--- config.mk ---
export PLATFORM = sky130hd
export DESIGN_NAME = cfg_lite_subsystem
export DESIGN_NICKNAME = d
export VERILOG_FILES = /design/src/cfg_pkg.sv /design/src/cfg_chan_reg.sv /design/src/cfg_resp_timer.sv /design/src/cfg_xbar_fsm.sv /design/src/cfg_route_mux.sv /design/src/cfg_lite_subsystem.sv
export SDC_FILE = /design/constraint.sdc
export NUM_CORES = 1
export LEC_CHECK = 0
export ABC_AREA = 1
export BUFFER_PORTS_ARGS = -buffer_cell sky130_fd_sc_hd__clkbuf_2
export CAP_MARGIN = 20
export CORE_AREA = 2 2 298 300
export CTS_CLUSTER_SIZE = 20
export DETAILED_ROUTE_END_ITERATION = 10
export DIE_AREA = 0 0 300 302
export HOLD_SLACK_MARGIN = 0.06
export PLACE_DENSITY = 0.51
export SETUP_SLACK_MARGIN = 0.2
export SLEW_MARGIN = 20
export SYNTH_ARGS = -nofsm -noshare
export SYNTH_HDL_FRONTEND = slang
export SYNTH_SLANG_ARGS = --single-unit
--- constraint.sdc ---
create_clock -name clk_i -period 10.7 [get_ports clk_i]
set_input_delay 1.605 -clock clk_i [delete_from_list [all_inputs] [get_ports clk_i]]
set_output_delay 1.605 -clock clk_i [all_outputs]
set_load 0.01 [all_outputs]
--- src/cfg_pkg.sv ---
// Shared AXI4-Lite types and fabric constants; addresses and data are 32 bits, map is fixed
package cfg_pkg;

  localparam int unsigned NumMgr      = 2;
  localparam int unsigned NumSub      = 3;
  localparam int unsigned AddrWidth   = 32;
  localparam int unsigned DataWidth   = 32;
  localparam int unsigned NumRules    = 4;
  // Cycles to wait for a B or R once the address phase is over
  localparam int unsigned RespTimeout = 64;
  localparam int unsigned TimerWidth  = $clog2(RespTimeout);

  typedef logic [AddrWidth-1:0]     addr_t;
  typedef logic [DataWidth-1:0]     data_t;
  typedef logic [DataWidth/8-1:0]   strb_t;
  typedef logic [$clog2(NumMgr)-1:0] mgr_idx_t;
  typedef logic [$clog2(NumSub)-1:0] sub_idx_t;

  typedef enum logic [1:0] {
    RESP_OKAY   = 2'b00,
    RESP_SLVERR = 2'b10,
    RESP_DECERR = 2'b11
  } resp_e;

  typedef struct packed {
    addr_t      addr;
    logic [2:0] prot;
  } aw_chan_t;

  typedef struct packed {
    addr_t      addr;
    logic [2:0] prot;
  } ar_chan_t;

  typedef struct packed {
    data_t data;
    strb_t strb;
  } w_chan_t;

  typedef struct packed {
    resp_e resp;
  } b_chan_t;

  typedef struct packed {
    data_t data;
    resp_e resp;
  } r_chan_t;

  // Manager-driven half of an AXI4-Lite port
  typedef struct packed {
    logic     aw_valid;
    aw_chan_t aw;
    logic     w_valid;
    w_chan_t  w;
    logic     b_ready;
    logic     ar_valid;
    ar_chan_t ar;
    logic     r_ready;
  } lite_req_t;

  // Subordinate-driven half of an AXI4-Lite port
  typedef struct packed {
    logic    aw_ready;
    logic    w_ready;
    logic    b_valid;
    b_chan_t b;
    logic    ar_ready;
    logic    r_valid;
    r_chan_t r;
  } lite_resp_t;

  typedef struct packed {
    sub_idx_t idx;
    addr_t    start_addr;
    addr_t    end_addr;
  } map_rule_t;

  // End addresses are exclusive; two windows share the cluster-to-host TLB
  localparam map_rule_t [NumRules-1:0] AddrMap = '{
    '{idx: 2'd2, start_addr: 32'h1040_3000, end_addr: 32'h1040_4000},
    '{idx: 2'd1, start_addr: 32'h1040_2000, end_addr: 32'h1040_3000},
    '{idx: 2'd1, start_addr: 32'h1040_1000, end_addr: 32'h1040_2000},
    '{idx: 2'd0, start_addr: 32'h1040_0000, end_addr: 32'h1040_1000}
  };

  // Per-cycle steering decision from the FSM to the route mux
  typedef struct packed {
    mgr_idx_t          mgr;
    sub_idx_t          sub;
    logic              write;
    logic              aw_en;
    logic              w_en;
    logic              ar_en;
    logic              rsp_en;
    logic              local_valid;
    resp_e             local_resp;
    logic              capture;
    logic [NumSub-1:0] dead;
  } route_t;

  typedef struct packed {
    logic aw_fire;
    logic w_fire;
    logic ar_fire;
    logic sub_rsp_fire;
    logic mgr_rsp_fire;
  } xfer_evt_t;

endpackage

--- src/cfg_chan_reg.sv ---
// Holds at most two payloads; ready_o drops only when both slots are occupied
module cfg_chan_reg #(
  parameter type chan_t = logic
) (
  input  logic  clk_i,
  input  logic  arst_n_i,
  input  logic  valid_i,
  input  chan_t data_i,
  output logic  ready_o,
  output logic  valid_o,
  output chan_t data_o,
  input  logic  ready_i
);

  logic  a_full_q, b_full_q;
  chan_t a_data_q, b_data_q;
  logic  in_fire, out_fire;

  assign ready_o  = !b_full_q;
  assign valid_o  = a_full_q;
  assign data_o   = a_data_q;
  assign in_fire  = valid_i && ready_o;
  assign out_fire = a_full_q && ready_i;

  always_ff @(posedge clk_i or negedge arst_n_i) begin
    if (!arst_n_i) begin
      a_full_q <= 1'b0;
      b_full_q <= 1'b0;
    end else if (out_fire) begin
      // Slot B refills the head first; it cannot take input while full
      if (b_full_q) begin
        b_full_q <= 1'b0;
      end else if (!in_fire) begin
        a_full_q <= 1'b0;
      end
    end else if (in_fire) begin
      if (!a_full_q) begin
        a_full_q <= 1'b1;
      end else begin
        b_full_q <= 1'b1;
      end
    end
  end

  always_ff @(posedge clk_i) begin
    if (out_fire && b_full_q) begin
      a_data_q <= b_data_q;
    end else if (in_fire && (!a_full_q || out_fire)) begin
      a_data_q <= data_i;
    end else if (in_fire) begin
      b_data_q <= data_i;
    end
  end

  a_head_stable: assert property (@(posedge clk_i) disable iff (!arst_n_i)
    valid_o && !ready_i |=> valid_o && $stable(data_o));

endmodule

--- src/cfg_resp_timer.sv ---
// One timer for the whole fabric; start_i is only legal while no count is running
module cfg_resp_timer
  import cfg_pkg::*;
(
  input  logic clk_i,
  input  logic arst_n_i,
  input  logic start_i,
  input  logic clear_i,
  output logic expired_o
);

  logic [TimerWidth-1:0] cnt_q;
  logic                  running_q;
  logic                  expired_q;

  assign expired_o = expired_q;

  always_ff @(posedge clk_i or negedge arst_n_i) begin
    if (!arst_n_i) begin
      cnt_q     <= '0;
      running_q <= 1'b0;
      expired_q <= 1'b0;
    end else begin
      expired_q <= 1'b0;
      if (start_i) begin
        cnt_q     <= '0;
        running_q <= 1'b1;
      end else if (clear_i) begin
        running_q <= 1'b0;
      end else if (running_q) begin
        // Pulse lands RespTimeout cycles after the start
        if (cnt_q == TimerWidth'(RespTimeout - 1)) begin
          running_q <= 1'b0;
          expired_q <= 1'b1;
        end else begin
          cnt_q <= cnt_q + 1'b1;
        end
      end
    end
  end

  no_restart: assert property (@(posedge clk_i) disable iff (!arst_n_i)
    start_i |-> !running_q);

endmodule

--- src/cfg_xbar_fsm.sv ---
// Serves one transaction at a time; a subordinate marked dead stays dead until reset
module cfg_xbar_fsm
  import cfg_pkg::*;
(
  input  logic                  clk_i,
  input  logic                  arst_n_i,
  input  aw_chan_t [NumMgr-1:0] head_aw_i,
  input  ar_chan_t [NumMgr-1:0] head_ar_i,
  input  logic [NumMgr-1:0]     aw_pending_i,
  input  logic [NumMgr-1:0]     w_pending_i,
  input  logic [NumMgr-1:0]     ar_pending_i,
  input  xfer_evt_t             evt_i,
  input  logic                  timer_expired_i,
  output route_t                route_o,
  output logic                  timer_start_o,
  output logic                  timer_clear_o
);

  typedef enum logic [2:0] {
    IDLE,
    WRITE_ADDR,
    READ_ADDR,
    WAIT_RESP,
    RESP_OUT
  } state_e;

  state_e            state_q, state_d;
  mgr_idx_t          mgr_q, mgr_d;
  sub_idx_t          sub_q, sub_d;
  logic              write_q, write_d;
  logic              aw_done_q, aw_done_d;
  logic              w_done_q, w_done_d;
  logic [1:0]        last_q, last_d;
  logic [NumSub-1:0] dead_q, dead_d;

  logic [3:0] src_req;
  logic [1:0] sel_src;
  logic       found;
  mgr_idx_t   sel_mgr;
  logic       sel_write;
  addr_t      sel_addr;
  logic       dec_hit;
  sub_idx_t   dec_idx;

  // Sources are numbered {manager, is_read}; rotation starts after the last one served
  always_comb begin
    logic [1:0] cand;
    for (int unsigned m = 0; m < NumMgr; m++) begin
      src_req[2*m]   = aw_pending_i[m] && w_pending_i[m];
      src_req[2*m+1] = ar_pending_i[m];
    end
    found   = 1'b0;
    sel_src = last_q;
    for (int unsigned k = 1; k <= 4; k++) begin
      cand = last_q + 2'(k);
      if (!found && src_req[cand]) begin
        found   = 1'b1;
        sel_src = cand;
      end
    end
    sel_mgr   = mgr_idx_t'(sel_src[1]);
    sel_write = !sel_src[0];
    sel_addr  = sel_write ? head_aw_i[sel_mgr].addr : head_ar_i[sel_mgr].addr;
    dec_hit   = 1'b0;
    dec_idx   = '0;
    for (int unsigned r = 0; r < NumRules; r++) begin
      if (sel_addr >= AddrMap[r].start_addr && sel_addr < AddrMap[r].end_addr) begin
        dec_hit = 1'b1;
        dec_idx = AddrMap[r].idx;
      end
    end
  end

  always_comb begin
    state_d   = state_q;
    mgr_d     = mgr_q;
    sub_d     = sub_q;
    write_d   = write_q;
    aw_done_d = aw_done_q;
    w_done_d  = w_done_q;
    last_d    = last_q;
    dead_d    = dead_q;

    route_o       = '0;
    route_o.mgr   = mgr_q;
    route_o.sub   = sub_q;
    route_o.write = write_q;
    route_o.dead  = dead_q;
    timer_start_o = 1'b0;
    timer_clear_o = 1'b0;

    unique case (state_q)
      IDLE: begin
        if (found) begin
          route_o.mgr   = sel_mgr;
          route_o.write = sel_write;
          route_o.sub   = dec_idx;
          mgr_d         = sel_mgr;
          write_d       = sel_write;
          sub_d         = dec_idx;
          last_d        = sel_src;
          if (!dec_hit || dead_q[dec_idx]) begin
            // Retire the request locally; the mux drops the heads instead of forwarding
            route_o.local_valid = 1'b1;
            route_o.local_resp  = dec_hit ? RESP_SLVERR : RESP_DECERR;
            route_o.capture     = 1'b1;
            route_o.aw_en       = sel_write;
            route_o.w_en        = sel_write;
            route_o.ar_en       = !sel_write;
            state_d             = RESP_OUT;
          end else begin
            state_d = sel_write ? WRITE_ADDR : READ_ADDR;
          end
        end
      end
      WRITE_ADDR: begin
        route_o.aw_en = !aw_done_q;
        route_o.w_en  = !w_done_q;
        aw_done_d     = aw_done_q || evt_i.aw_fire;
        w_done_d      = w_done_q || evt_i.w_fire;
        if (aw_done_d && w_done_d) begin
          aw_done_d     = 1'b0;
          w_done_d      = 1'b0;
          timer_start_o = 1'b1;
          state_d       = WAIT_RESP;
        end
      end
      READ_ADDR: begin
        route_o.ar_en = 1'b1;
        if (evt_i.ar_fire) begin
          timer_start_o = 1'b1;
          state_d       = WAIT_RESP;
        end
      end
      WAIT_RESP: begin
        route_o.capture = 1'b1;
        if (timer_expired_i) begin
          route_o.local_valid = 1'b1;
          route_o.local_resp  = RESP_SLVERR;
          dead_d[sub_q]       = 1'b1;
          state_d             = RESP_OUT;
        end else begin
          route_o.rsp_en = 1'b1;
          if (evt_i.sub_rsp_fire) begin
            timer_clear_o = 1'b1;
            state_d       = RESP_OUT;
          end
        end
      end
      RESP_OUT: begin
        if (evt_i.mgr_rsp_fire) begin
          state_d = IDLE;
        end
      end
      default: state_d = IDLE;
    endcase
  end

  always_ff @(posedge clk_i or negedge arst_n_i) begin
    if (!arst_n_i) begin
      state_q   <= IDLE;
      mgr_q     <= '0;
      sub_q     <= '0;
      write_q   <= 1'b0;
      aw_done_q <= 1'b0;
      w_done_q  <= 1'b0;
      last_q    <= 2'd3;
      dead_q    <= '0;
    end else begin
      state_q   <= state_d;
      mgr_q     <= mgr_d;
      sub_q     <= sub_d;
      write_q   <= write_d;
      aw_done_q <= aw_done_d;
      w_done_q  <= w_done_d;
      last_q    <= last_d;
      dead_q    <= dead_d;
    end
  end

  mgr_held: assert property (@(posedge clk_i) disable iff (!arst_n_i)
    state_q != IDLE |=> state_q == IDLE || $stable(route_o.mgr));

  local_excl: assert property (@(posedge clk_i) disable iff (!arst_n_i)
    route_o.local_valid |-> !route_o.rsp_en && !evt_i.sub_rsp_fire);

endmodule

--- src/cfg_route_mux.sv ---
// Steers one manager to one subordinate; the response register shows one B or R at a time
module cfg_route_mux
  import cfg_pkg::*;
(
  input  logic                    clk_i,
  input  logic                    arst_n_i,
  input  logic [NumMgr-1:0]       aw_valid_i,
  input  aw_chan_t [NumMgr-1:0]   aw_i,
  input  logic [NumMgr-1:0]       w_valid_i,
  input  w_chan_t [NumMgr-1:0]    w_i,
  input  logic [NumMgr-1:0]       ar_valid_i,
  input  ar_chan_t [NumMgr-1:0]   ar_i,
  input  logic [NumMgr-1:0]       mgr_bready_i,
  input  logic [NumMgr-1:0]       mgr_rready_i,
  input  route_t                  route_i,
  input  lite_resp_t [NumSub-1:0] sub_resp_i,
  output logic [NumMgr-1:0]       aw_pop_o,
  output logic [NumMgr-1:0]       w_pop_o,
  output logic [NumMgr-1:0]       ar_pop_o,
  output lite_req_t [NumSub-1:0]  sub_req_o,
  output b_chan_t                 mgr_b_o,
  output logic [NumMgr-1:0]       mgr_bvalid_o,
  output r_chan_t                 mgr_r_o,
  output logic [NumMgr-1:0]       mgr_rvalid_o,
  output xfer_evt_t               evt_o,
  output logic [NumMgr-1:0]       aw_pending_o,
  output logic [NumMgr-1:0]       w_pending_o,
  output logic [NumMgr-1:0]       ar_pending_o
);

  logic    hold_valid_q;
  r_chan_t hold_q;
  logic    sub_rsp_valid;
  logic    load_local, load_sub;

  assign aw_pending_o = aw_valid_i;
  assign w_pending_o  = w_valid_i;
  assign ar_pending_o = ar_valid_i;

  always_comb begin
    sub_rsp_valid = route_i.write ? sub_resp_i[route_i.sub].b_valid
                                  : sub_resp_i[route_i.sub].r_valid;
    // With a local response the heads are dropped without waiting on a subordinate
    evt_o.aw_fire = route_i.aw_en && aw_valid_i[route_i.mgr] &&
                    (route_i.local_valid || sub_resp_i[route_i.sub].aw_ready);
    evt_o.w_fire  = route_i.w_en && w_valid_i[route_i.mgr] &&
                    (route_i.local_valid || sub_resp_i[route_i.sub].w_ready);
    evt_o.ar_fire = route_i.ar_en && ar_valid_i[route_i.mgr] &&
                    (route_i.local_valid || sub_resp_i[route_i.sub].ar_ready);
    evt_o.sub_rsp_fire = route_i.rsp_en && sub_rsp_valid;
    evt_o.mgr_rsp_fire = hold_valid_q && (route_i.write ? mgr_bready_i[route_i.mgr]
                                                        : mgr_rready_i[route_i.mgr]);
  end

  always_comb begin
    for (int unsigned m = 0; m < NumMgr; m++) begin
      aw_pop_o[m]     = evt_o.aw_fire && (route_i.mgr == mgr_idx_t'(m));
      w_pop_o[m]      = evt_o.w_fire && (route_i.mgr == mgr_idx_t'(m));
      ar_pop_o[m]     = evt_o.ar_fire && (route_i.mgr == mgr_idx_t'(m));
      mgr_bvalid_o[m] = hold_valid_q && route_i.write && (route_i.mgr == mgr_idx_t'(m));
      mgr_rvalid_o[m] = hold_valid_q && !route_i.write && (route_i.mgr == mgr_idx_t'(m));
    end
  end

  always_comb begin
    for (int unsigned s = 0; s < NumSub; s++) begin
      sub_req_o[s]    = '0;
      sub_req_o[s].aw = aw_i[route_i.mgr];
      sub_req_o[s].w  = w_i[route_i.mgr];
      sub_req_o[s].ar = ar_i[route_i.mgr];
      if (route_i.sub == sub_idx_t'(s) && !route_i.local_valid) begin
        sub_req_o[s].aw_valid = route_i.aw_en && aw_valid_i[route_i.mgr];
        sub_req_o[s].w_valid  = route_i.w_en && w_valid_i[route_i.mgr];
        sub_req_o[s].ar_valid = route_i.ar_en && ar_valid_i[route_i.mgr];
        sub_req_o[s].b_ready  = route_i.rsp_en && route_i.write;
        sub_req_o[s].r_ready  = route_i.rsp_en && !route_i.write;
      end
      // A timed-out subordinate may still answer later, so it is always drained
      if (route_i.dead[s]) begin
        sub_req_o[s].b_ready = 1'b1;
        sub_req_o[s].r_ready = 1'b1;
      end
    end
  end

  assign load_local = route_i.capture && route_i.local_valid;
  assign load_sub   = route_i.capture && evt_o.sub_rsp_fire;

  always_ff @(posedge clk_i or negedge arst_n_i) begin
    if (!arst_n_i) begin
      hold_valid_q <= 1'b0;
    end else if (load_local || load_sub) begin
      hold_valid_q <= 1'b1;
    end else if (evt_o.mgr_rsp_fire) begin
      hold_valid_q <= 1'b0;
    end
  end

  always_ff @(posedge clk_i) begin
    if (load_local) begin
      hold_q.data <= '0;
      hold_q.resp <= route_i.local_resp;
    end else if (load_sub && route_i.write) begin
      hold_q.data <= '0;
      hold_q.resp <= sub_resp_i[route_i.sub].b.resp;
    end else if (load_sub) begin
      hold_q <= sub_resp_i[route_i.sub].r;
    end
  end

  assign mgr_b_o.resp = hold_q.resp;
  assign mgr_r_o      = hold_q;

endmodule

--- src/cfg_lite_subsystem.sv ---
// Two AXI4-Lite managers to three config subordinates, one transaction in flight at a time
module cfg_lite_subsystem
  import cfg_pkg::*;
(
  input  logic                    clk_i,
  input  logic                    arst_n_i,
  input  lite_req_t [NumMgr-1:0]  mgr_req_i,
  output lite_resp_t [NumMgr-1:0] mgr_resp_o,
  output lite_req_t [NumSub-1:0]  sub_req_o,
  input  lite_resp_t [NumSub-1:0] sub_resp_i
);

  logic [NumMgr-1:0]     aw_head_valid, w_head_valid, ar_head_valid;
  aw_chan_t [NumMgr-1:0] aw_head;
  w_chan_t [NumMgr-1:0]  w_head;
  ar_chan_t [NumMgr-1:0] ar_head;
  logic [NumMgr-1:0]     aw_pop, w_pop, ar_pop;
  logic [NumMgr-1:0]     aw_pending, w_pending, ar_pending;
  logic [NumMgr-1:0]     mgr_bready, mgr_rready;
  logic [NumMgr-1:0]     mgr_bvalid, mgr_rvalid;
  b_chan_t               mgr_b;
  r_chan_t               mgr_r;
  route_t                route;
  xfer_evt_t             evt;
  logic                  timer_start, timer_clear, timer_expired;

  for (genvar m = 0; m < NumMgr; m++) begin : g_mgr
    cfg_chan_reg #(.chan_t(aw_chan_t)) i_aw_cut (
      .clk_i    (clk_i),
      .arst_n_i (arst_n_i),
      .valid_i  (mgr_req_i[m].aw_valid),
      .data_i   (mgr_req_i[m].aw),
      .ready_o  (mgr_resp_o[m].aw_ready),
      .valid_o  (aw_head_valid[m]),
      .data_o   (aw_head[m]),
      .ready_i  (aw_pop[m])
    );

    cfg_chan_reg #(.chan_t(w_chan_t)) i_w_cut (
      .clk_i    (clk_i),
      .arst_n_i (arst_n_i),
      .valid_i  (mgr_req_i[m].w_valid),
      .data_i   (mgr_req_i[m].w),
      .ready_o  (mgr_resp_o[m].w_ready),
      .valid_o  (w_head_valid[m]),
      .data_o   (w_head[m]),
      .ready_i  (w_pop[m])
    );

    cfg_chan_reg #(.chan_t(ar_chan_t)) i_ar_cut (
      .clk_i    (clk_i),
      .arst_n_i (arst_n_i),
      .valid_i  (mgr_req_i[m].ar_valid),
      .data_i   (mgr_req_i[m].ar),
      .ready_o  (mgr_resp_o[m].ar_ready),
      .valid_o  (ar_head_valid[m]),
      .data_o   (ar_head[m]),
      .ready_i  (ar_pop[m])
    );

    assign mgr_bready[m]         = mgr_req_i[m].b_ready;
    assign mgr_rready[m]         = mgr_req_i[m].r_ready;
    assign mgr_resp_o[m].b_valid = mgr_bvalid[m];
    assign mgr_resp_o[m].b       = mgr_b;
    assign mgr_resp_o[m].r_valid = mgr_rvalid[m];
    assign mgr_resp_o[m].r       = mgr_r;
  end

  cfg_xbar_fsm i_fsm (
    .clk_i           (clk_i),
    .arst_n_i        (arst_n_i),
    .head_aw_i       (aw_head),
    .head_ar_i       (ar_head),
    .aw_pending_i    (aw_pending),
    .w_pending_i     (w_pending),
    .ar_pending_i    (ar_pending),
    .evt_i           (evt),
    .timer_expired_i (timer_expired),
    .route_o         (route),
    .timer_start_o   (timer_start),
    .timer_clear_o   (timer_clear)
  );

  cfg_resp_timer i_timer (
    .clk_i     (clk_i),
    .arst_n_i  (arst_n_i),
    .start_i   (timer_start),
    .clear_i   (timer_clear),
    .expired_o (timer_expired)
  );

  cfg_route_mux i_mux (
    .clk_i        (clk_i),
    .arst_n_i     (arst_n_i),
    .aw_valid_i   (aw_head_valid),
    .aw_i         (aw_head),
    .w_valid_i    (w_head_valid),
    .w_i          (w_head),
    .ar_valid_i   (ar_head_valid),
    .ar_i         (ar_head),
    .mgr_bready_i (mgr_bready),
    .mgr_rready_i (mgr_rready),
    .route_i      (route),
    .sub_resp_i   (sub_resp_i),
    .aw_pop_o     (aw_pop),
    .w_pop_o      (w_pop),
    .ar_pop_o     (ar_pop),
    .sub_req_o    (sub_req_o),
    .mgr_b_o      (mgr_b),
    .mgr_bvalid_o (mgr_bvalid),
    .mgr_r_o      (mgr_r),
    .mgr_rvalid_o (mgr_rvalid),
    .evt_o        (evt),
    .aw_pending_o (aw_pending),
    .w_pending_o  (w_pending),
    .ar_pending_o (ar_pending)
  );

endmodule

==> flow_summary.toml, run 1 <==
[floorplan]
dieWidth_um = 300
die_y_um = 302
core_area_um2 = 87600
start_util = 0.278
pin_count = 762
fp-row-count = 109
dieArea_um2 = 90600

[clock_tree]
cts_tree = "built"
clock_sinks = 493
htree_levels = 2
post_cts_resize_count = 0
postCtsSetupBuffers = 0
cts_root_buffer = "clkbuf_16"
numCtsBuffers = 59
cts_hold_buf = 0
clockBufferDepth = 3
cts.clk_slew.worst_paths_ps = 70
clock_latency_ps = 630

[setup_path]
worst-setup-path-type = "register to primary output"
critPathArrivalTime_ps = 5480
critPathLaunchType = "register"
crit_fanout = 37
cp.required_ps = 9100
end_kind = "primary output"

[finish]
fillers = 9117
final_nets = 3391
drive_above_1_share = 0.310
syn_to_final_growth_pct = 20.5

[global_routing]
first_global_vias = 18055
track_usage = 0.173
grt_overflow_total = 0
antenna_found_initial = 6
grt_pass1_wl_um = 118000
grt_max_degree = 90

[power]
swShare = 0.428
power.density_nw_per_um2 = 282
power_switching_mw = 3.54
ir_drop_mv = 0.143
pwr-share-comb = 0.444
p_clk_frac = 0.249
p_total_mw = 8.27
p_int_mw = 4.73
seqPwrFrac = 0.308
p_leak_nw = 13.2

[detailed_routing]
routed_wl_um = 82200
drc = 0
dr.pass1.iters = 5
first_iter_violations = 1506
wl_per_cell_um = 19.3
via_per_inst = 4.46
route.antenna.remaining_nets = 0
vias = 19029

[timing]
finalMaxSlewViolations = 0
rsz0062_at_grt = "no"
tns_ps = 0
slew_headroom = 0.298
fmax_mhz = 141
fin_skew_ps = 29.5
finalSetupViolations = 0
layout_setup_ws_ps = 3620
min_period_ps = 7080
hold_viol = 0
finalCritPeriodShare = 0.662
worst_pin_slew_ps = 1050

[flow_run]
drv_cap = 0

[placed_design]
globalplace.congestion = 0.849
dp_slack_ps = 4090
dp_hpwl_um = 59500
io_buffers = 761

[yosys]
synth-seq-area-share = 0.588
synth_edf_count = 426
ys_ff_latch = 493
synthArstFlopShare = 0.0710
synth_cell_types = 50
syn_nets = 2918
syn_area_um2 = 24300
synth_ff_type = "edfxtp_1"
syn_inst = 2570
ys_warn_count = 0
syn_avg_cell_area_um2 = 9.47

[status]
outcome = "finished clean"

[hold_path]
hold_path_class = "register to register"
## synthesized netlist by cell type, types with 3 or more instances
master | count | area share
dfxtp_1 | 32 | 0.026
nand2_4 | 5 | 0.0023
a21oi_1 | 44 | 0.0090
dfrtp_1 | 33 | 0.034
nor2_2 | 8 | 0.0021
inv_1 | 92 | 0.014
buf_4 | 271 | 0.084
clkbuf_1 | 47 | 0.0072
o21ai_0 | 55 | 0.011
inv_2 | 13 | 0.0020
a21boi_0 | 4 | 0.0012
nor2_4 | 5 | 0.0023
nand2_1 | 998 | 0.15
buf_6 | 24 | 0.011
buf_2 | 30 | 0.0062
nand2_2 | 20 | 0.0051
edfxtp_1 | 426 | 0.53
xor2_1 | 3 | 0.0011
a22oi_1 | 16 | 0.0049
nor2_1 | 57 | 0.0088
or4_1 | 4 | 0.0012
nand4_1 | 14 | 0.0036
o31ai_1 | 3 | 0.00093
nand3_1 | 320 | 0.066
nor3_1 | 9 | 0.0019
## cells by family after synthesis
| family | after synthesis | synth area share |
|---|---|---|
| and+or+nand+nor | 1453 | 0.252 |
| DFF | 493 | 0.588 |
| buffers and inverters | 485 | 0.126 |
| AOI/OAI and AO/OA | 134 | 0.0316 |
| xor gates and xnor gates | 3 | 0.00108 |
| muxes | 1 | 0.000411 |
| adders and majority gates | 1 | 0.000514 |
## power groups by stage
stage	combinational, mW	sequential [mW]	clock, mW
floorplan	2.84	2.56	0
global placement	3.70	2.58	0
detailed placement	3.72	2.58	0
CTS	3.73	2.55	2.11
global route	4.05	2.57	2.19
finish	3.67	2.54	2.05
## per-stage QoR
stage           util  area (um2)  hold WS [ps]  std cells
2_1_floorplan      -       24300           434       2570
3_5_place_dp   0.312       27300           476       4146
6_report       0.335       29300           481       4264
5_1_grt        0.335       29300           504       4261
4_1_cts        0.335       29300           485       4258
3_3_place_gp   0.311       27300           468       4143
## layout make-up
| class | count | area (um2) | share of cell area |
|---|---|---|---|
| diodes | 5 | 12.5 | 0.000427 |
| clock buffers | 75 | 1570 | 0.0534 |
| clock inverters | 37 | 402 | 0.0137 |
| inverters | 109 | 420 | 0.0143 |
| multi-input cells | 1592 | 7090 | 0.242 |
| flip-flops and latches | 493 | 14300 | 0.488 |
| well taps | 1165 | 1460 | 0.0497 |
| repair buffers | 788 | 4080 | 0.139 |
## routing by layer
layer  routed length [um]  GRT usage
met5                   55          0
met4                 1620     0.0431
met3                 4790     0.0341
met2                41200      0.304
met1                34600      0.219
## critical path: stages (launching register included)
cell and delay (ps):
dfstp_2 660, inv_2 150, nand2_1 130, nand2_4 90
inv_1 90, nand2_2 80, nand2_4 100, nand3_1 120
nand2_2 390, nand2_2 370, nand2_1 140, nand3_1 140
nand2_1 170, nand2_1 80, nor2_2 200, nand2_1 130
nor2_4 120, nand3_2 210, nand2_4 220, nand2_2 80
inv_2 510, nand2_1 250, o21ai_0 240, clkbuf_2 170
## registers in the layout, summed over array words and instances, names as in the netlist, 6 cells and up
signal                   flops
g_mgr.i_ar_cut.b_data_q     70
g_mgr.i_aw_cut.b_data_q     70
g_mgr.i_ar_cut.data_o       70
g_mgr.i_w_cut.b_data_q      72
g_mgr.i_w_cut.data_o        72
g_mgr.i_aw_cut.data_o       70
i_timer.cnt_q                6
i_mux.mgr_r_o               32
## worst paths after layout
check | from | to | slack, ps | cells past startpoint
setup reg to reg | i_fsm.last_q[0] | g_mgr[0].i_ar_cut.b_data_q[1] | 4220 | 25
min in group asynchronous | arst_n_i | g_mgr[1].i_w_cut.b_full_q | 840 | 1
max in group asynchronous | arst_n_i | i_fsm.last_q[1] | 9120 | 2
setup / recovery | i_fsm.last_q[0] | sub_req_o[111] | 3620 | 23
hold reg to reg | i_mux.mgr_r_o[27] | i_mux.mgr_r_o[27] | 480 | 2
hold / removal | i_mux.mgr_r_o[27] | i_mux.mgr_r_o[27] | 480 | 2
## cell usage in the layout (no fill, tap or decap), types with 33 or more instances in the layout
master / synthesis / routed
edfxtp_1: 426 / 426
inv_1: 92 / 91
nand2_1: 998 / 997
a21oi_1: 44 / 40
clkbuf_2: 2 / 761
nand3_1: 320 / 320
clkbuf_16: 0 / 59
nor2_1: 57 / 48
dfrtp_1: 33 / 33
o21ai_0: 55 / 55
Note: power is estimated with default switching activity, not from simulation.
==> run 2, diff against run 1 <==
--- a/config.mk
+++ b/config.mk
@@ -5,15 +5,15 @@
 export SDC_FILE = /design/constraint.sdc
 export NUM_CORES = 1
 export LEC_CHECK = 0
-export ABC_AREA = 1
+export ABC_AREA = 0
 export BUFFER_PORTS_ARGS = -buffer_cell sky130_fd_sc_hd__clkbuf_2
 export CAP_MARGIN = 20
-export CORE_AREA = 2 2 298 300
+export CORE_AREA = 2 2 296 298
 export CTS_CLUSTER_SIZE = 20
 export DETAILED_ROUTE_END_ITERATION = 10
-export DIE_AREA = 0 0 300 302
+export DIE_AREA = 0 0 298 300
 export HOLD_SLACK_MARGIN = 0.06
-export PLACE_DENSITY = 0.51
+export PLACE_DENSITY = 0.53
 export SETUP_SLACK_MARGIN = 0.2
 export SLEW_MARGIN = 20
 export SYNTH_ARGS = -nofsm -noshare
==> constraint.sdc (replaced) <==
create_clock -name clk_i -period 6.34 [get_ports clk_i]
set_input_delay 0.951 -clock clk_i [delete_from_list [all_inputs] [get_ports clk_i]]
set_output_delay 0.951 -clock clk_i [all_outputs]
set_load 0.01 [all_outputs]
==> run 2 against run 1 <==
Net effect:
- clock power up 65%
- largest cell class unchanged
- first-iteration DRC count down 17%
- core utilization up 0.40 points
- critical path depth down 12
- sequential power up 98%
- wire length down 5.3%
- final cell count down 15%
- non-clock buffer count up 13
- via count down 11%
- critical endpoint is now sub_req_o[296]
- largest power group unchanged
- setup slack worse by 3100 ps
==> flow_summary.toml, run 2 <==
[status]
outcome = "finished clean"

[finish]
final_nets = 2748
fillers = 8666
layout_commonest_cell = "clkbuf_2"
drive_above_1_share = 0.447
layout_common_cells = "clkbuf_2, edfxtp_1, nand2_1"
syn_to_final_growth_pct = 22.0

[detailed_routing]
first_iter_violations = 1255
route.antenna.remaining_nets = 0
drc = 0
wl_per_cell_um = 21.6
via_per_inst = 4.69
dr.pass1.iters = 6
routed_wl_um = 77900
vias = 16913

[timing]
fin_skew_ps = 35.0
slew_headroom = 0.253
hold_viol = 0
finalMaxSlewViolations = 0
tns_ps = 0
rsz0062_at_grt = "no"
finalSetupViolations = 0
finalCritPeriodShare = 0.916
fmax_mhz = 172
min_period_ps = 5810
worst_pin_slew_ps = 1120

[global_routing]
first_global_vias = 16527
grt_pass1_wl_um = 110000
grt_max_degree = 122
grt_overflow_total = 0
track_usage = 0.166
antenna_found_initial = 22

[setup_path]
critPathArrivalTime_ps = 4860
crit_fanout = 10
end_kind = "primary output"
cp.required_ps = 5390
worst-setup-path-type = "register to primary output"
slowest_delay_ps = 620
crit_chain = "or4b_1, or3_1, or4_1, mux2_4, a2111oi_4, o211ai_1, a31oi_1, buf_4, nand2_1, nor2_1, clkbuf_2"
slowest_stage = "or4b_1"
critPathLaunchType = "register"

[flow_run]
drv_cap = 0

[floorplan]
core_area_um2 = 86200
fp-row-count = 108
start_util = 0.278
dieWidth_um = 298
pin_count = 762
die_y_um = 300
dieArea_um2 = 89400

[yosys]
syn_nets = 2234
synth_ff_type = "edfxtp_1"
syn_area_um2 = 24000
synth_cell_types = 77
synth_top_area_frac = 0.534
synth-seq-area-share = 0.597
syn_inst = 1886
synth_most_common_cell = "edfxtp_1"
netlist_top_cells_count = "edfxtp_1, nand2_1, buf_4, mux2_4, nor2_1"
synthTopCellsByArea = "edfxtp_1, buf_4, mux2_4"
yosys.area.top_type = "edfxtp_1"
synthArstFlopShare = 0.0710
ys_ff_latch = 493
ys_warn_count = 0
syn_avg_cell_area_um2 = 12.7
synth_edf_count = 426

[clock_tree]
postCtsSetupBuffers = 0
cts.clk_slew.worst_paths_ps = 60
numCtsBuffers = 57
post_cts_resize_count = 0
clock_latency_ps = 620
clockBufferDepth = 3
cts_root_buffer = "clkbuf_16"
clock_sinks = 493
htree_levels = 2
cts_hold_buf = 0
cts_tree = "built"

[power]
p_leak_nw = 12.1
p_total_mw = 16.2
ir_drop_mv = 0.502
power.density_nw_per_um2 = 554

[hold_path]
hold_path_class = "input port to asynchronous set/reset pin"

[placed_design]
dp_hpwl_um = 59400
io_buffers = 761
globalplace.congestion = 0.980
[run 2: cell types whose count changed after synthesis, moves of 37 or more]
cell,delta
a211oi_1,+40
inv_1,-74
mux2_1,+60
mux2_2,+66
mux2_4,+91
nand2_1,-636
nand3_1,-309
o21ai_0,-37
[run 2: layout make-up]
class                           instances  area, um2  area share
Antenna cell                            9       22.5    0.000770
Clock buffer                           68       1530      0.0524
Clock inverter                         36        398      0.0136
Inverter                               18       70.1     0.00240
Multi-Input combinational cell       1029       7300       0.250
Sequential cell                       493      14300       0.490
Tap cell                             1155       1450      0.0494
Timing Repair Buffer                  801       4150       0.142
[run 2: where the power goes]
part	internal, mW	leakage [nW]	total, mW	switching (mW)
combinational	2.67	6.58	7.79	5.12
clock	2.01	0.946	3.38	1.37
sequential	4.62	4.54	5.03	0.408
[run 2: layer usage]
metal	GRT usage	share of wire
met5	0	0.0016
met4	0.0441	0.024
met3	0.0400	0.077
met2	0.298	0.51
met1	0.197	0.39
[run 2: final timing paths]
kind                                                    from                          to  slack, ps  cells past startpoint
worst min-delay path                                arst_n_i              i_fsm.sub_q[1]        480                      1
worst max-delay path            g_mgr[0].i_ar_cut.data_o[34]              sub_req_o[296]        530                     11
min in group clk_i                         i_mux.mgr_r_o[32]           i_mux.mgr_r_o[32]        520                      2
max in group asynchronous                           arst_n_i            i_fsm.state_q[0]       5230                      1
worst min register to register             i_mux.mgr_r_o[32]           i_mux.mgr_r_o[32]        520                      2
worst max register to register      g_mgr[1].i_w_cut.valid_o  g_mgr[0].i_w_cut.data_o[2]        660                     11
[run 2: stage by stage]
stage          hold WS, ps  cell area (um2)  std cells  setup WS [ps]  utilization
2_1_floorplan          449            24000       1886            915            -
3_3_place_gp           498            27200       3495            744        0.316
3_5_place_dp           510            27200       3495            496        0.316
4_1_cts                470            29200       3599            480        0.338
5_1_grt                486            29200       3602            246        0.339
6_report               478            29200       3609            531        0.339
[run 2: cell families after synthesis]
kind of cell,Yosys count,synth area share
AND/OR/NAND/NOR,568,0.101
adder cells (fa/ha/maj),1,0.000522
buffers and inverters,364,0.104
AO/OA/AOI/OAI,227,0.0742
flip-flops,493,0.597
multiplexers,229,0.121
XOR/XNOR,4,0.00146
[run 2: critical path, delay by kind of cell (launching register included)]
family                 cells  cell delay (ps)
AO/OA/AOI/OAI              3              820
multiplexers               1              330
AND/OR/NAND/NOR            5             2200
buffers and inverters      2              470
flip-flops                 1              410
==> run 3, diff against run 2 <==
--- a/config.mk
+++ b/config.mk
@@ -5,13 +5,13 @@
 export SDC_FILE = /design/constraint.sdc
 export NUM_CORES = 1
 export LEC_CHECK = 0
-export ABC_AREA = 0
+export ABC_AREA = 1
 export BUFFER_PORTS_ARGS = -buffer_cell sky130_fd_sc_hd__clkbuf_2
 export CAP_MARGIN = 20
-export CORE_AREA = 2 2 296 298
+export CORE_AREA = 2 2 298 300
 export CTS_CLUSTER_SIZE = 20
 export DETAILED_ROUTE_END_ITERATION = 10
-export DIE_AREA = 0 0 298 300
+export DIE_AREA = 0 0 300 302
 export HOLD_SLACK_MARGIN = 0.06
 export PLACE_DENSITY = 0.53
 export SETUP_SLACK_MARGIN = 0.2
==> run 3 against run 2 <==
Net effect:
- global-route usage increased by 0.97 points
- largest power group unchanged
- sequential cell count did not move
- core utilization shrank 0.38 points
- cell area up 0.43%
- total power down 14%
- clock power barely moved
- clock skew decreased by 9.6 ps
==> flow_summary.toml, run 3 (same netlist as run 1, synthesis figures left out) <==
[finish]
fin_cells = 4274
final_nets = 3397
layout_commonest_cell = "nand2_1"
drive_above_1_share = 0.311
syn_to_final_growth_pct = 20.6
layout_common_cells = "nand2_1, clkbuf_2, edfxtp_1"
fillers = 9150

[floorplan]
core_area_um2 = 87600
pin_count = 762
die_y_um = 302
dieArea_um2 = 90600
fp-row-count = 109
start_util = 0.278
dieWidth_um = 300

[setup_path]
reg2reg_from = "i_fsm.last_q[0]"
critPathLaunchType = "register"
cp.buffers_inverters = 3
slowest_delay_ps = 660
end_kind = "primary output"
crit_chain = "inv_2, nand2_1, nand2_4, nand2_1, nand2_4, nand2_2, nor2_4, nand2_2, nand2_4, nand2_1, nand3_1, nand2_1, nand2_1, nor2_2, nand2_1, nor2_4, nand3_2, nand2_4, nand2_2, inv_2, nand2_1, o21ai_0, clkbuf_2"
critPathArrivalTime_ps = 4740
reg2reg_slack_ps = 930
crit_fanout = 23
cpMostUsedCell = "nand2_1"
worst-setup-path-type = "register to primary output"
rr_endpoint = "g_mgr[1].i_ar_cut.b_data_q[28]"
slowest_stage = "dfstp_2"
cp.required_ps = 5390
reg2reg_depth = 31
path_delay_family = "simple AND/OR/NAND/NOR gates"

[power]
p_leak_nw = 13.3
pwr-share-comb = 0.448
power.density_nw_per_um2 = 475
p_clk_frac = 0.244
seqPwrFrac = 0.308
power_switching_mw = 6.03
swShare = 0.432
ir_drop_mv = 0.233
p_int_mw = 7.91
p_total_mw = 13.9

[detailed_routing]
first_iter_violations = 1364
routed_wl_um = 83400
via_per_inst = 4.51
drc = 0
dr.pass1.iters = 5
route.antenna.remaining_nets = 0
wl_per_cell_um = 19.5
vias = 19260

[clock_tree]
clock_sinks = 493
clock_latency_ps = 630
htree_levels = 2
numCtsBuffers = 58
clockBufferDepth = 3
cts.clk_slew.worst_paths_ps = 70
cts_root_buffer = "clkbuf_16"
cts_tree = "built"

[flow_run]
drv_cap = 0

[placed_design]
globalplace.congestion = 0.852
dp_hpwl_um = 61300
placedCellCount = 4154
io_buffers = 761

[hold_path]
hold_path_class = "input port to asynchronous set/reset pin"

[global_routing]
track_usage = 0.175
first_global_vias = 17989
grt_max_degree = 78
grt_pass1_wl_um = 118000
grt_overflow_total = 0
antenna_found_initial = 15

[timing]
tns_ps = 0
worst_pin_slew_ps = 1080
slew_headroom = 0.280
min_period_ps = 5690
rsz0062_at_grt = "no"
finalMaxSlewViolations = 0
fin_skew_ps = 25.3
whs_ps = 394
hold_viol = 0
fmax_mhz = 176
finalCritPeriodShare = 0.897
finalSetupViolations = 0

[status]
outcome = "finished clean"
run 3: per-layer routing:
layer / track usage / part of all wire / up-vias
met1: 0.226 / 0.42 / 9158
met5: 0 / 0.00066 / -
li1: - / - / 9277
met3: 0.0335 / 0.062 / 121
met4: 0.0567 / 0.026 / 8
met2: 0.297 / 0.49 / 696
run 3: power by group through the flow:
stage               sequential [mW]  combinational [mW]  clock, mW
finish                         4.30                6.24       3.40
global route                   4.34                6.87       3.61
CTS                            4.30                6.32       3.50
detailed placement             4.36                6.30          0
global placement               4.36                6.26          0
floorplan                      4.32                4.79          0
run 3: area by class of cell:
type	instances	area, um2	share of cell area
flip-flops and latches	493	14300	0.488
diodes	11	27.5	0.000938
clock buffers	71	1500	0.0511
clock inverters	38	417	0.0142
well taps	1165	1460	0.0497
inverters	109	420	0.0143
multi-input cells	1592	7100	0.242
repair buffers	795	4120	0.140
run 3: timing repair:
item | CTS | global route
hold endpoints to repair | 0 | 0
endpoints found under the setup margin | 0 | 11
resized for setup | 0 | 3
setup buffers | 0 | 0
hold buffers | 0 | 0
run 3: through the flow:
| step | setup slack [ps] | cell area, um2 | util |
|---|---|---|---|
| after floorplan | 1350 | 24300 | - |
| after global placement | 964 | 27300 | 0.312 |
| after detailed placement | 842 | 27400 | 0.313 |
| after CTS | 319 | 29300 | 0.335 |
| after global routing | 203 | 29300 | 0.335 |
| final | 653 | 29400 | 0.335 |
run 3: worst max path at each step:
stage | startpoint | to | depth (start not counted)
CTS | i_fsm.last_q[0] | sub_req_o[0] | 25
finish | i_fsm.last_q[0] | sub_req_o[111] | 23
detailed placement | i_fsm.last_q[0] | g_mgr[1].i_ar_cut.b_data_q[28] | 29
floorplan | i_fsm.last_q[0] | g_mgr[1].i_ar_cut.b_data_q[0] | 27
global placement | i_fsm.last_q[0] | g_mgr[1].i_ar_cut.b_data_q[28] | 29
global route | i_fsm.last_q[0] | sub_req_o[111] | 25
